File: src/logic/xconf_pkg.sv
package xconf_pkg;

   // datapath width
   localparam int DATA_W = 16;

   typedef logic [DATA_W-1:0] data_t;
   typedef logic [3:0]        ctr_addr_t;
   typedef logic [2:0]        alu_op_t;
   typedef logic [1:0]        sel_t;

   // lane config is {op, sel_a, sel_b}
   localparam int LANE_CONF_W   = 7;
   localparam int LANE_OP_LSB   = 4;
   localparam int LANE_SELA_LSB = 2;
   localparam int LANE_SELB_LSB = 0;

   typedef logic [LANE_CONF_W-1:0] lane_conf_t;

   // config word is {lane0, lane1, constant}
   localparam int CONF_BITS     = 2 * LANE_CONF_W + DATA_W;
   localparam int CONF_CONST_LSB = 0;
   localparam int CONF_ALU1_LSB  = DATA_W;
   localparam int CONF_ALU0_LSB  = DATA_W + LANE_CONF_W;

   typedef logic [CONF_BITS-1:0] conf_t;

   // control bus address map
   localparam logic [1:0] FLD_ALU0        = 2'd0;
   localparam logic [1:0] FLD_ALU1        = 2'd1;
   localparam logic [1:0] FLD_CONST       = 2'd2;
   localparam ctr_addr_t  CONF_REG_OFFSET = 4'd4;
   localparam ctr_addr_t  CONF_MEM_BASE   = 4'd8;
   localparam int         MEM_SLOT_W      = 3;

   // opcodes
   localparam alu_op_t ALU_ADD  = 3'd0;
   localparam alu_op_t ALU_SUB  = 3'd1;
   localparam alu_op_t ALU_AND  = 3'd2;
   localparam alu_op_t ALU_OR   = 3'd3;
   localparam alu_op_t ALU_XOR  = 3'd4;
   localparam alu_op_t ALU_MAX  = 3'd5;
   localparam alu_op_t ALU_MIN  = 3'd6;
   localparam alu_op_t ALU_PASS = 3'd7;

   // operand selects
   localparam sel_t SEL_IN_A  = 2'd0;
   localparam sel_t SEL_IN_B  = 2'd1;
   localparam sel_t SEL_ALU0  = 2'd2;
   localparam sel_t SEL_CONST = 2'd3;

endpackage

File: src/logic/xalu.sv
`timescale 1ns/1ps

module xalu (
   input  logic                     clk,
   input  logic                     rst_n,
   input  logic                     en,
   input  xconf_pkg::lane_conf_t    lane_conf,
   input  xconf_pkg::data_t         in_a,
   input  xconf_pkg::data_t         in_b,
   input  xconf_pkg::data_t         alu0,
   input  xconf_pkg::data_t         konst,
   output xconf_pkg::data_t         result
);

   xconf_pkg::alu_op_t op;
   xconf_pkg::sel_t    sel_a;
   xconf_pkg::sel_t    sel_b;
   xconf_pkg::data_t   opa;
   xconf_pkg::data_t   opb;
   xconf_pkg::data_t   res_d;
   xconf_pkg::data_t   res_q;

   // operand mux shared by both ALU inputs
   function automatic xconf_pkg::data_t pick(input xconf_pkg::sel_t  sel,
                                             input xconf_pkg::data_t a,
                                             input xconf_pkg::data_t b,
                                             input xconf_pkg::data_t r0,
                                             input xconf_pkg::data_t k);
      case (sel)
         xconf_pkg::SEL_IN_A: pick = a;
         xconf_pkg::SEL_IN_B: pick = b;
         xconf_pkg::SEL_ALU0: pick = r0;
         default:             pick = k;
      endcase
   endfunction

   assign op    = lane_conf[xconf_pkg::LANE_OP_LSB +: 3];
   assign sel_a = lane_conf[xconf_pkg::LANE_SELA_LSB +: 2];
   assign sel_b = lane_conf[xconf_pkg::LANE_SELB_LSB +: 2];

   assign opa = pick(sel_a, in_a, in_b, alu0, konst);
   assign opb = pick(sel_b, in_a, in_b, alu0, konst);

   // results wrap modulo 2^16 and max and min compare unsigned
   always_comb begin
      case (op)
         xconf_pkg::ALU_ADD: res_d = opa + opb;
         xconf_pkg::ALU_SUB: res_d = opa - opb;
         xconf_pkg::ALU_AND: res_d = opa & opb;
         xconf_pkg::ALU_OR:  res_d = opa | opb;
         xconf_pkg::ALU_XOR: res_d = opa ^ opb;
         xconf_pkg::ALU_MAX: res_d = (opa > opb) ? opa : opb;
         xconf_pkg::ALU_MIN: res_d = (opa < opb) ? opa : opb;
         default:            res_d = opa;
      endcase
   end

   always_ff @(posedge clk) begin
      if (!rst_n) begin
         res_q <= '0;
      end else if (en) begin
         res_q <= res_d;
      end
   end

   assign result = res_q;

endmodule

File: src/logic/xconf.sv
`timescale 1ns/1ps

module xconf #(
   parameter int CONF_MEM_SLOTS = 8
) (
   input  logic                   clk,
   input  logic                   rst_n,

   // control bus
   input  logic                   ctr_req,
   input  logic                   ctr_rnw,
   input  xconf_pkg::ctr_addr_t   ctr_addr,
   input  xconf_pkg::data_t       ctr_data,

   output xconf_pkg::conf_t       conf_out,
   output logic                   bus_err
);

   logic                              reg_wr;
   logic                              mem_req;
   logic                              bad_req;
   logic                              err_q;
   logic [xconf_pkg::MEM_SLOT_W-1:0]  mem_slot;
   logic                              conf_ld;
   xconf_pkg::conf_t                  conf_from_mem;

   assign mem_slot = xconf_pkg::MEM_SLOT_W'(ctr_addr - xconf_pkg::CONF_MEM_BASE);

   // address decode, only writes reach the register fields
   always_comb begin
      reg_wr  = 1'b0;
      mem_req = 1'b0;
      if (ctr_addr < xconf_pkg::CONF_REG_OFFSET) begin
         reg_wr = ctr_req && !ctr_rnw && (ctr_addr[1:0] <= xconf_pkg::FLD_CONST);
      end else if (ctr_addr >= xconf_pkg::CONF_MEM_BASE) begin
         mem_req = ctr_req && (int'(mem_slot) < CONF_MEM_SLOTS);
      end
   end

   assign bad_req = ctr_req && !reg_wr && !mem_req;

   // one-cycle error pulse after a bad strobe
   always_ff @(posedge clk) begin
      if (!rst_n) begin
         err_q <= 1'b0;
      end else begin
         err_q <= bad_req;
      end
   end

   assign bus_err = err_q;

   xconf_reg u_reg (
      .clk      (clk),
      .rst_n    (rst_n),
      .wr       (reg_wr),
      .addr     (ctr_addr[1:0]),
      .data_in  (ctr_data),
      .conf_ld  (conf_ld),
      .conf_in  (conf_from_mem),
      .conf_out (conf_out)
   );

   xconf_mem #(
      .CONF_MEM_SLOTS (CONF_MEM_SLOTS)
   ) u_mem (
      .clk      (clk),
      .rst_n    (rst_n),
      .req      (mem_req),
      .rnw      (ctr_rnw),
      .slot     (mem_slot),
      .conf_in  (conf_out),
      .conf_out (conf_from_mem),
      .conf_ld  (conf_ld)
   );

   a_one_target: assert property (
      @(posedge clk) disable iff (!rst_n)
      !(reg_wr && mem_req)
   ) else $error("xconf: register write and memory request in same cycle");

endmodule

File: src/logic/xconf_mem.sv
`timescale 1ns/1ps

module xconf_mem #(
   parameter int CONF_MEM_SLOTS = 8
) (
   input  logic                                clk,
   input  logic                                rst_n,
   input  logic                                req,
   input  logic                                rnw,
   input  logic [xconf_pkg::MEM_SLOT_W-1:0]    slot,
   input  xconf_pkg::conf_t                    conf_in,
   output xconf_pkg::conf_t                    conf_out,
   output logic                                conf_ld
);

   xconf_pkg::conf_t mem [CONF_MEM_SLOTS];
   xconf_pkg::conf_t rd_q;
   logic             ld_q;

   // store snapshots of the live config word
   always_ff @(posedge clk) begin
      if (!rst_n) begin
         for (int i = 0; i < CONF_MEM_SLOTS; i++) begin
            mem[i] <= '0;
         end
      end else if (req && !rnw) begin
         mem[slot] <= conf_in;
      end
   end

   // load request, data and strobe land together next cycle
   always_ff @(posedge clk) begin
      if (!rst_n) begin
         ld_q <= 1'b0;
      end else begin
         ld_q <= req && rnw;
      end
   end

   always_ff @(posedge clk) begin
      if (req && rnw) begin
         rd_q <= mem[slot];
      end
   end

   assign conf_out = rd_q;
   assign conf_ld  = ld_q;

   // decoder must filter slots beyond the configured depth
   a_slot_range: assert property (
      @(posedge clk) disable iff (!rst_n)
      req |-> (int'(slot) < CONF_MEM_SLOTS)
   ) else $error("xconf_mem: slot %0d out of range", slot);

endmodule

File: src/logic/xconf_reg.sv
`timescale 1ns/1ps

module xconf_reg (
   input  logic                clk,
   input  logic                rst_n,

   // field write from the bus decoder
   input  logic                wr,
   input  logic [1:0]          addr,
   input  xconf_pkg::data_t    data_in,

   // whole-word load from snapshot memory
   input  logic                conf_ld,
   input  xconf_pkg::conf_t    conf_in,

   output xconf_pkg::conf_t    conf_out
);

   xconf_pkg::conf_t conf_q;

   // load from memory has priority over a field write
   always_ff @(posedge clk) begin
      if (!rst_n) begin
         conf_q <= '0;
      end else if (conf_ld) begin
         conf_q <= conf_in;
      end else if (wr) begin
         case (addr)
            xconf_pkg::FLD_ALU0: begin
               conf_q[xconf_pkg::CONF_ALU0_LSB +: xconf_pkg::LANE_CONF_W] <=
                  xconf_pkg::lane_conf_t'(data_in);
            end
            xconf_pkg::FLD_ALU1: begin
               conf_q[xconf_pkg::CONF_ALU1_LSB +: xconf_pkg::LANE_CONF_W] <=
                  xconf_pkg::lane_conf_t'(data_in);
            end
            xconf_pkg::FLD_CONST: begin
               conf_q[xconf_pkg::CONF_CONST_LSB +: xconf_pkg::DATA_W] <= data_in;
            end
            default: begin
               conf_q <= conf_q;
            end
         endcase
      end
   end

   assign conf_out = conf_q;

   // the decoder only forwards writes to the three mapped fields
   a_no_fld3_wr: assert property (
      @(posedge clk) disable iff (!rst_n)
      wr |-> (addr != 2'd3)
   ) else $error("xconf_reg: write to reserved field index 3");

endmodule

File: src/logic/xdata_eng.sv
`timescale 1ns/1ps

module xdata_eng (
   input  logic                clk,
   input  logic                rst_n,
   input  xconf_pkg::conf_t    conf,

   // operand stream in
   input  logic                in_valid,
   input  xconf_pkg::data_t    in_a,
   input  xconf_pkg::data_t    in_b,

   // result stream out
   output logic                out_valid,
   output xconf_pkg::data_t    out_data
);

   xconf_pkg::lane_conf_t lane0_conf;
   xconf_pkg::lane_conf_t lane1_conf;
   xconf_pkg::data_t      konst;

   logic                  valid_s1;
   logic                  valid_s2;
   xconf_pkg::data_t      a_s1;
   xconf_pkg::data_t      b_s1;
   xconf_pkg::data_t      alu0_res;
   xconf_pkg::data_t      alu1_res;

   // split the configuration word
   assign lane0_conf = conf[xconf_pkg::CONF_ALU0_LSB +: xconf_pkg::LANE_CONF_W];
   assign lane1_conf = conf[xconf_pkg::CONF_ALU1_LSB +: xconf_pkg::LANE_CONF_W];
   assign konst      = conf[xconf_pkg::CONF_CONST_LSB +: xconf_pkg::DATA_W];

   // two-stage valid pipe
   always_ff @(posedge clk) begin
      if (!rst_n) begin
         valid_s1 <= 1'b0;
         valid_s2 <= 1'b0;
      end else begin
         valid_s1 <= in_valid;
         valid_s2 <= valid_s1;
      end
   end

   // operands held one cycle for lane 1
   always_ff @(posedge clk) begin
      if (in_valid) begin
         a_s1 <= in_a;
         b_s1 <= in_b;
      end
   end

   // lane 0 has no upstream ALU
   xalu u_alu0 (
      .clk       (clk),
      .rst_n     (rst_n),
      .en        (in_valid),
      .lane_conf (lane0_conf),
      .in_a      (in_a),
      .in_b      (in_b),
      .alu0      ('0),
      .konst     (konst),
      .result    (alu0_res)
   );

   xalu u_alu1 (
      .clk       (clk),
      .rst_n     (rst_n),
      .en        (valid_s1),
      .lane_conf (lane1_conf),
      .in_a      (a_s1),
      .in_b      (b_s1),
      .alu0      (alu0_res),
      .konst     (konst),
      .result    (alu1_res)
   );

   assign out_valid = valid_s2;
   assign out_data  = alu1_res;

   // fixed two-cycle latency, both directions
   a_lat_fwd: assert property (
      @(posedge clk) disable iff (!rst_n)
      in_valid |-> ##2 out_valid
   ) else $error("xdata_eng: result missing two cycles after input");

   a_lat_bwd: assert property (
      @(posedge clk) disable iff (!rst_n)
      out_valid |-> $past(in_valid, 2)
   ) else $error("xdata_eng: result without matching input");

endmodule

File: src/logic/xversat_top.sv
`timescale 1ns/1ps

module xversat_top #(
   parameter int CONF_MEM_SLOTS = 8
) (
   input  logic                   clk,
   input  logic                   rst_n,

   // control bus
   input  logic                   ctr_req,
   input  logic                   ctr_rnw,
   input  xconf_pkg::ctr_addr_t   ctr_addr,
   input  xconf_pkg::data_t       ctr_data,
   output logic                   bus_err,

   // operand and result streams
   input  logic                   in_valid,
   input  xconf_pkg::data_t       in_a,
   input  xconf_pkg::data_t       in_b,
   output logic                   out_valid,
   output xconf_pkg::data_t       out_data
);

   xconf_pkg::conf_t conf_out;

   xconf #(
      .CONF_MEM_SLOTS (CONF_MEM_SLOTS)
   ) u_conf (
      .clk      (clk),
      .rst_n    (rst_n),
      .ctr_req  (ctr_req),
      .ctr_rnw  (ctr_rnw),
      .ctr_addr (ctr_addr),
      .ctr_data (ctr_data),
      .conf_out (conf_out),
      .bus_err  (bus_err)
   );

   xdata_eng u_eng (
      .clk       (clk),
      .rst_n     (rst_n),
      .conf      (conf_out),
      .in_valid  (in_valid),
      .in_a      (in_a),
      .in_b      (in_b),
      .out_valid (out_valid),
      .out_data  (out_data)
   );

endmodule

File: config.mk
export PLATFORM = sky130hd
export DESIGN_NAME = xversat_top
export DESIGN_NICKNAME = d
export VERILOG_FILES = /design/src/logic/xconf_pkg.sv /design/src/logic/xalu.sv /design/src/logic/xconf.sv /design/src/logic/xconf_mem.sv /design/src/logic/xconf_reg.sv /design/src/logic/xdata_eng.sv /design/src/logic/xversat_top.sv
export SDC_FILE = /design/constraint.sdc
export NUM_CORES = 1
export LEC_CHECK = 0
export BUFFER_PORTS_ARGS = -buffer_cell sky130_fd_sc_hd__buf_2
export CAP_MARGIN = 0
export CORE_UTILIZATION = 50
export CTS_CLUSTER_DIAMETER = 30
export DETAILED_ROUTE_END_ITERATION = 7
export HOLD_SLACK_MARGIN = 0.12
export PLACE_DENSITY = 0.66
export SLEW_MARGIN = 20
export SYNTH_ARGS = -nofsm -noshare
export SYNTH_HDL_FRONTEND = slang
export SYNTH_SLANG_ARGS = --single-unit
File: constraint.sdc
create_clock -name clk -period 5.9 [get_ports clk]
set_input_delay 0.885 -clock clk [delete_from_list [all_inputs] [get_ports clk]]
set_output_delay 0.885 -clock clk [all_outputs]
set_load 0.01 [all_outputs]
Yosys cells after proc, flatten, opt, wreduce, memory -nomap -nowiden. Memories as Yosys holds them, arrays and structs flattened. A register that Yosys moved wholly into a read port is not among the register bits. Cells that the tools add are included.

Add/sub/neg operators: 5. Order comparisons: 7. Equality and inequality tests: 22. Multiplexer cells: 25. Bitwise logic cells: 6. Reduce and logical (&&, ||, !) cells: 24.

Operator list (number): 16-bit one-hot mux with 7 select lines (2); 16-bit one-hot mux with 3 select lines (4); 30-bit 2-to-1 mux (3); 16-bit 2-to-1 mux (5); 16-bit adder (2); 16-bit AND (2); 16-bit greater-than comparator (2); 16-bit less-than comparator (2); 16-bit OR (2); 16-bit subtractor (2); 16-bit bitwise XOR (2); 30-bit OR reduction (1); 3-bit equality test (second input constant) (6); 7-bit 2-to-1 mux (2); 3-bit by 2-bit equality test with 1-bit output (second input constant) (4); 2-bit by 1-bit equality test with 1-bit output (second input constant) (5); 2-bit equality test (second input constant) (5); 2-bit logical NOT (5); 1-bit 2-to-1 mux (8); 2-bit nonzero test (4); 3-bit by 1-bit equality test with 1-bit output (second input constant) (2); 1-bit logical AND (6); 3-bit logical NOT (2); 2-bit AND reduction (3); other kinds (6) (8).

Flip-flop bits (word level): 98. Bits in writable memories: 240. Output and inout port bits: 18. Logic and storage cells: 101. Memories: 1.

Memories: u_conf.u_mem.mem (words 8, width 30, read ports 1, clocked after Yosys merged registers in 1, wr ports 8, line xconf_mem.sv:16) `xconf_pkg::conf_t mem [CONF_MEM_SLOTS];`.

Depth between registers and ports, before layout.
Depth after elaboration: 9. Mapped depth: 17. Mapped depth without buffers: 14.

By module. From an unflattened synthesis, not the netlist that was laid out.

Cell total of the unflattened synthesis: 1940. Area total of the unflattened synthesis: 22485.3 um^2.

Modules (own cells, without submodules): xconf_mem (instances 1, cells an instance 720, area each 11825.1 um^2, seq. area each 8127.8 um^2); xalu (u_eng.u_alu0) (instances 1, cells an instance 529, area each 4225.3 um^2, seq. area each 320.3 um^2); xalu (u_eng.u_alu1) (instances 1, cells an instance 486, area each 4028.9 um^2, seq. area each 320.3 um^2); xconf_reg (instances 1, cells an instance 163, area each 1331.3 um^2, seq. area each 600.6 um^2); xdata_eng (instances 1, cells an instance 37, area each 1017.2 um^2, seq. area each 1001.0 um^2); xconf (instances 1, cells an instance 5, area each 57.6 um^2, seq. area each 20.0 um^2).

Least setup slack after synthesis. No wires, ideal clock.

Path type: reg2reg. Start: reg u_conf.u_reg.conf_q[16], in the netlist u_conf.u_reg.conf_out[16]. End: reg u_eng.u_alu1.res_q[12], in the netlist u_eng.u_alu1.result[12]. Arrival time: 4.277 ns. Path slack: 1.502 ns. Stages on the path, launching flop included: 15. Path buffers: 2. Period minus slack after synthesis: 4.398 ns. Cells stage by stage: dfxtp_1 -> clkbuf_1 -> buf_1 -> mux4_2 -> ha_1 -> fa_1 -> nor3_1 -> a211o_1 -> a211o_1 -> a211o_1 -> nand2_1 -> a22o_4 -> a221o_1 -> a211oi_2 -> o31ai_1.

Cells in the longest elaborated chain, start to end: 5. Elaborated cells on any way between the ends: 14. Classes of those cells: 2 x add/sub; 2 x order compare; 2 x eq/ne; 4 x mux; 3 x bitwise; 1 x reduce/logical.

Ends and longest elaborated chain: from (decl) (line xconf_reg.sv:19) `xconf_pkg::conf_t conf_q;`; from (signal assigned) (line xconf_reg.sv:26) `conf_q <= conf_in;`; from (signal, indexed assignment) (line xconf_reg.sv:30) `conf_q[xconf_pkg::CONF_ALU0_LSB +: xconf_pkg::LANE_CONF_W] <=`; from (signal, indexed assignment) (line xconf_reg.sv:34) `conf_q[xconf_pkg::CONF_ALU1_LSB +: xconf_pkg::LANE_CONF_W] <=`; 2-bit equality test, or another cell as far along (line xalu.sv:29) `case (sel)`; 16-bit one-hot mux with 3 select lines (*) (line xalu.sv:29); 16-bit less-than comparator or 16-bit greater-than comparator (tied branches) (line xalu.sv:53, xalu.sv:52); 16-bit 2-to-1 mux, on equally long branches (line xalu.sv:53, xalu.sv:52); 16-bit one-hot mux with 7 select lines (*) (line xalu.sv:46) `case (op)`; to (signal assigned) (line xalu.sv:62) `res_q <= res_d;`; to (decl) (line xalu.sv:21) `xconf_pkg::data_t res_q;`.

Every way passes the cells marked *; elsewhere a longest branch is shown, timed or not. A chain may end at the register's enable or synchronous reset.

Worst setup path after layout.
Start: reg u_conf.u_reg.conf_q[24], in the netlist u_conf.u_reg.conf_out[24]. End: reg u_eng.u_alu0.res_q[15], in the netlist u_eng.u_alu0.result[15].

Cells in the longest elaborated chain, start to end: 5. Elaborated cells on any way between the ends: 14. Classes of those cells: 2 x add/sub; 2 x order compare; 2 x eq/ne; 4 x mux; 3 x bitwise; 1 x reduce/logical.

Ends and longest elaborated chain (line): 2-bit equality test, or another cell as far along (xalu.sv:29); 16-bit one-hot mux with 3 select lines (*) (xalu.sv:29); 16-bit less-than comparator or 16-bit greater-than comparator (tied branches) (xalu.sv:53, xalu.sv:52); 16-bit 2-to-1 mux, on equally long branches (xalu.sv:53, xalu.sv:52); 16-bit one-hot mux with 7 select lines (*) (xalu.sv:46); to (signal assigned) (xalu.sv:62); to (decl) (xalu.sv:21).

Marked as above.

==> impl_metrics.tcl <==
set metrics [dict create \
    status "finished, final reports clean" \
    dr.first_iter.drc_count 1721 \
    cts_tree "built" \
    cts_hold_buffers 0 \
    crit_path_max_fanout 33 \
    holdCritPathClass "reg -> reg" \
    grt.overflow.total 0 \
    ir_worst_vdd_uv 207 \
    post_drt_wl_per_cell_um 24.7 \
    dp_slack_ns 1.01 \
    track_usage_pct 29.9 \
    avgSynthCellArea_um2 11.1 \
    layout_worst_path_cycle_share_pct 84.2 \
    layout.core_utilization_pct 59.7 \
    synth_nets 2178 \
    timing.final.setup_violations 0 \
    clkLatencyLatePin_ns 0.62 \
    cts.repair.resized 0 \
    timing.clock.skew_ns 0.0335 \
    most_area_consuming_cells_after_synthesis "edfxtp_1, mux4_2, and2_1" \
    cts_max_level 3 \
    design.die.area_um2 45500 \
    drv_cap 0 \
    count_of_state_elements_after_synthesis 368 \
    clkTransAtPathRegs_ns 0.04 \
    rsz0062_at_grt "no" \
    timing.critical_path.arrival_ns 5.46 \
    yosys_most_used_dff "edfxtp_1" \
    start_kind "flop" \
    timing_max_transition_violations_final 0 \
    fmax_mhz 201 \
    cts_inserted_buffers 87 \
    yosysMostFrequentCell "edfxtp_1" \
    placeableCoreArea_um2 44100 \
    warnings_synthesis 0 \
    timing.slew.headroom_pct 25.5 \
    post-cts-setup-buffer-count 0 \
    syn-instance-count 2016 \
    post_synth_instance_area_um2 22300 \
    vias 17000 \
    totalNegativeSetupSlack_ns 0 \
    numPortBuffers 74 \
    detail_route.wirelength_um 67400 \
    netlist.area_leader.share_pct 40.6 \
    initial_core_util_pct 50.6 \
    drive_gt1_share_pct 21.3 \
    num_rows 77 \
    synth.distinct_cells 77 \
    end_kind "flop" \
    synth_sequential_area_ratio_pct 46.5 \
    measured_slew_at_the_worst_slew_check_pin_ns 1.11 \
    chipHeight_um 213 \
    route.detailed.drc 0 \
    class_of_the_most_critical_setup_path "reg -> reg" \
    finalHoldViolCount 0 \
    depth_of_the_worst_register_to_register_path 15 \
    fin_crit_ns 4.97 \
    synth_top_area_cell "edfxtp_1" \
    buffer_type_at_the_clock_tree_root "clkbuf_16" \
    largest_net_degree_at_the_start_of_global_routing 61 \
    area_growth_pct 17.9 \
    critical_path_required_ns 6.40 \
    pwr_density_cell_nw_per_um2 352 \
    synth-edff-count 302 \
    ant_nets 0 \
    wire_length_of_the_first_global_routing_pass_um 101000 \
    number_of_antenna_violations_at_the_first_check_in_global_routing 4 \
    power.leakage_nw 10.3 \
    vias_in_the_first_global_route 16700 \
    numClockSinks 368 \
    netlist_top_cells_count "edfxtp_1, and2_1, a21oi_1, clkbuf_1, nor2_1" \
    place.detailed.hpwl_um 43600 \
    drtPass1Iterations 7 \
    clockBufferDepth 3 \
    die_w_um 213 \
    asyncSetResetFlopFracSynth_pct 0 \
    min_delay_path_depth 2 \
    gpl.final_weighted_congestion 0.928 \
    routed_via_density 6.23 \
    post-route-worst-setup-slack_ns 0.933 \
    io_pins 75 \
    finish.net_count 2224 \
]
[final timing paths]
| path | startpoint | endpoint | slack [ns] |
|---|---|---|---|
| setup / recovery | u_conf.u_reg.conf_out[24] | u_eng.u_alu0.result[15] | 0.93 |
| hold / removal | u_eng.u_alu1.result[2] | u_eng.u_alu1.result[2] | 0.44 |
| setup reg to reg | u_conf.u_reg.conf_out[24] | u_eng.u_alu0.result[15] | 0.93 |
| hold reg to reg | u_eng.u_alu1.result[2] | u_eng.u_alu1.result[2] | 0.44 |
[worst max-delay path, stage by stage, from the launching register on]
cell and delay, ns:
dfxtp_1 0.74, buf_4 0.32, mux2_2 0.35, a22oi_1 0.42, inv_1 0.14, ha_1 0.51
nor2b_1 0.10, o21ai_0 0.25, a21oi_1 0.16, a2111oi_4 0.37, buf_4 0.39, nand2b_1 0.39
nand2_1 0.11, a31oi_1 0.19, o221ai_1 0.15, a22o_1 0.23
[cells by family after synthesis]
logic type,count (synthesis),synth area share (%)
XOR/XNOR,24,0.941
adder cells (fa/ha/maj),105,6.02
flip-flops,368,46.5
buffers and inverters,272,4.64
multiplexers,192,14.1
AO/OA/AOI/OAI,475,14.1
AND/OR/NAND/NOR,580,13.7
[per-stage QoR]
stage / hold slack [ns] / instances / cell area (um^2) / power [W]
after floorplan: 0.425 / 2016 / 22300 / 0.00399
final: 0.444 / 2727 / 26300 / 0.00927
after global placement: 0.431 / 2565 / 23300 / 0.00435
after CTS: 0.445 / 2726 / 26300 / 0.00928
after detailed placement: 0.437 / 2565 / 23300 / 0.00437
after global routing: 0.456 / 2727 / 26300 / 0.00957
[placed cells by master, fill, tap and decap left out, types with 23 or more instances in the layout]
cell type / synthesis / layout
o21ai_0: 99 / 93
nor2_1: 103 / 96
nor3_1: 60 / 57
ha_1: 101 / 101
mux2_2: 63 / 63
xnor2_1: 23 / 23
buf_4: 1 / 55
mux4_2: 92 / 92
dfxtp_1: 66 / 65
buf_2: 3 / 72
clkbuf_16: 0 / 88
inv_1: 99 / 99
a22oi_1: 24 / 24
a22o_1: 32 / 32
nand2_1: 98 / 98
mux2i_1: 37 / 37
and2_1: 232 / 232
a211oi_1: 23 / 23
a21oi_1: 148 / 148
edfxtp_1: 302 / 302
[final cells by class]
cell class              count  area (um^2)
well taps                 592          741
fillers                  3633        17800
multi-input cells        1376        11000
inverters                 102          383
clock buffers             114         2400
flip-flops and latches    368        10400
repair buffers            127          773
diodes                      1         2.50
clock inverters            47          636
[state kept, by name, summed over array words and instances (netlist names), 16 cells and up]
signal,flops
u_eng.u_alu0.result,16
u_conf.u_reg.conf_out,30
u_eng.u_alu1.result,16
u_conf.u_mem.conf_out,30
u_eng.b_s1,16
u_conf.u_mem.mem,240
u_eng.a_s1,16
[power by group]
part	switching [W]	internal, W
clock network	0.00153	0.00338
logic	0.000815	0.000535
registers	0.0000757	0.00294
[per-layer routing]
metal	up-vias	share of wire, %	GRT usage (%)
li1	7602	-	-
met1	8509	44	42.6
met2	773	47	47.2
met3	99	7.4	4.58
met4	2	2.0	9.53
met5	-	0.016	0
No activity file was read; power rests on OpenSTA's default activity.
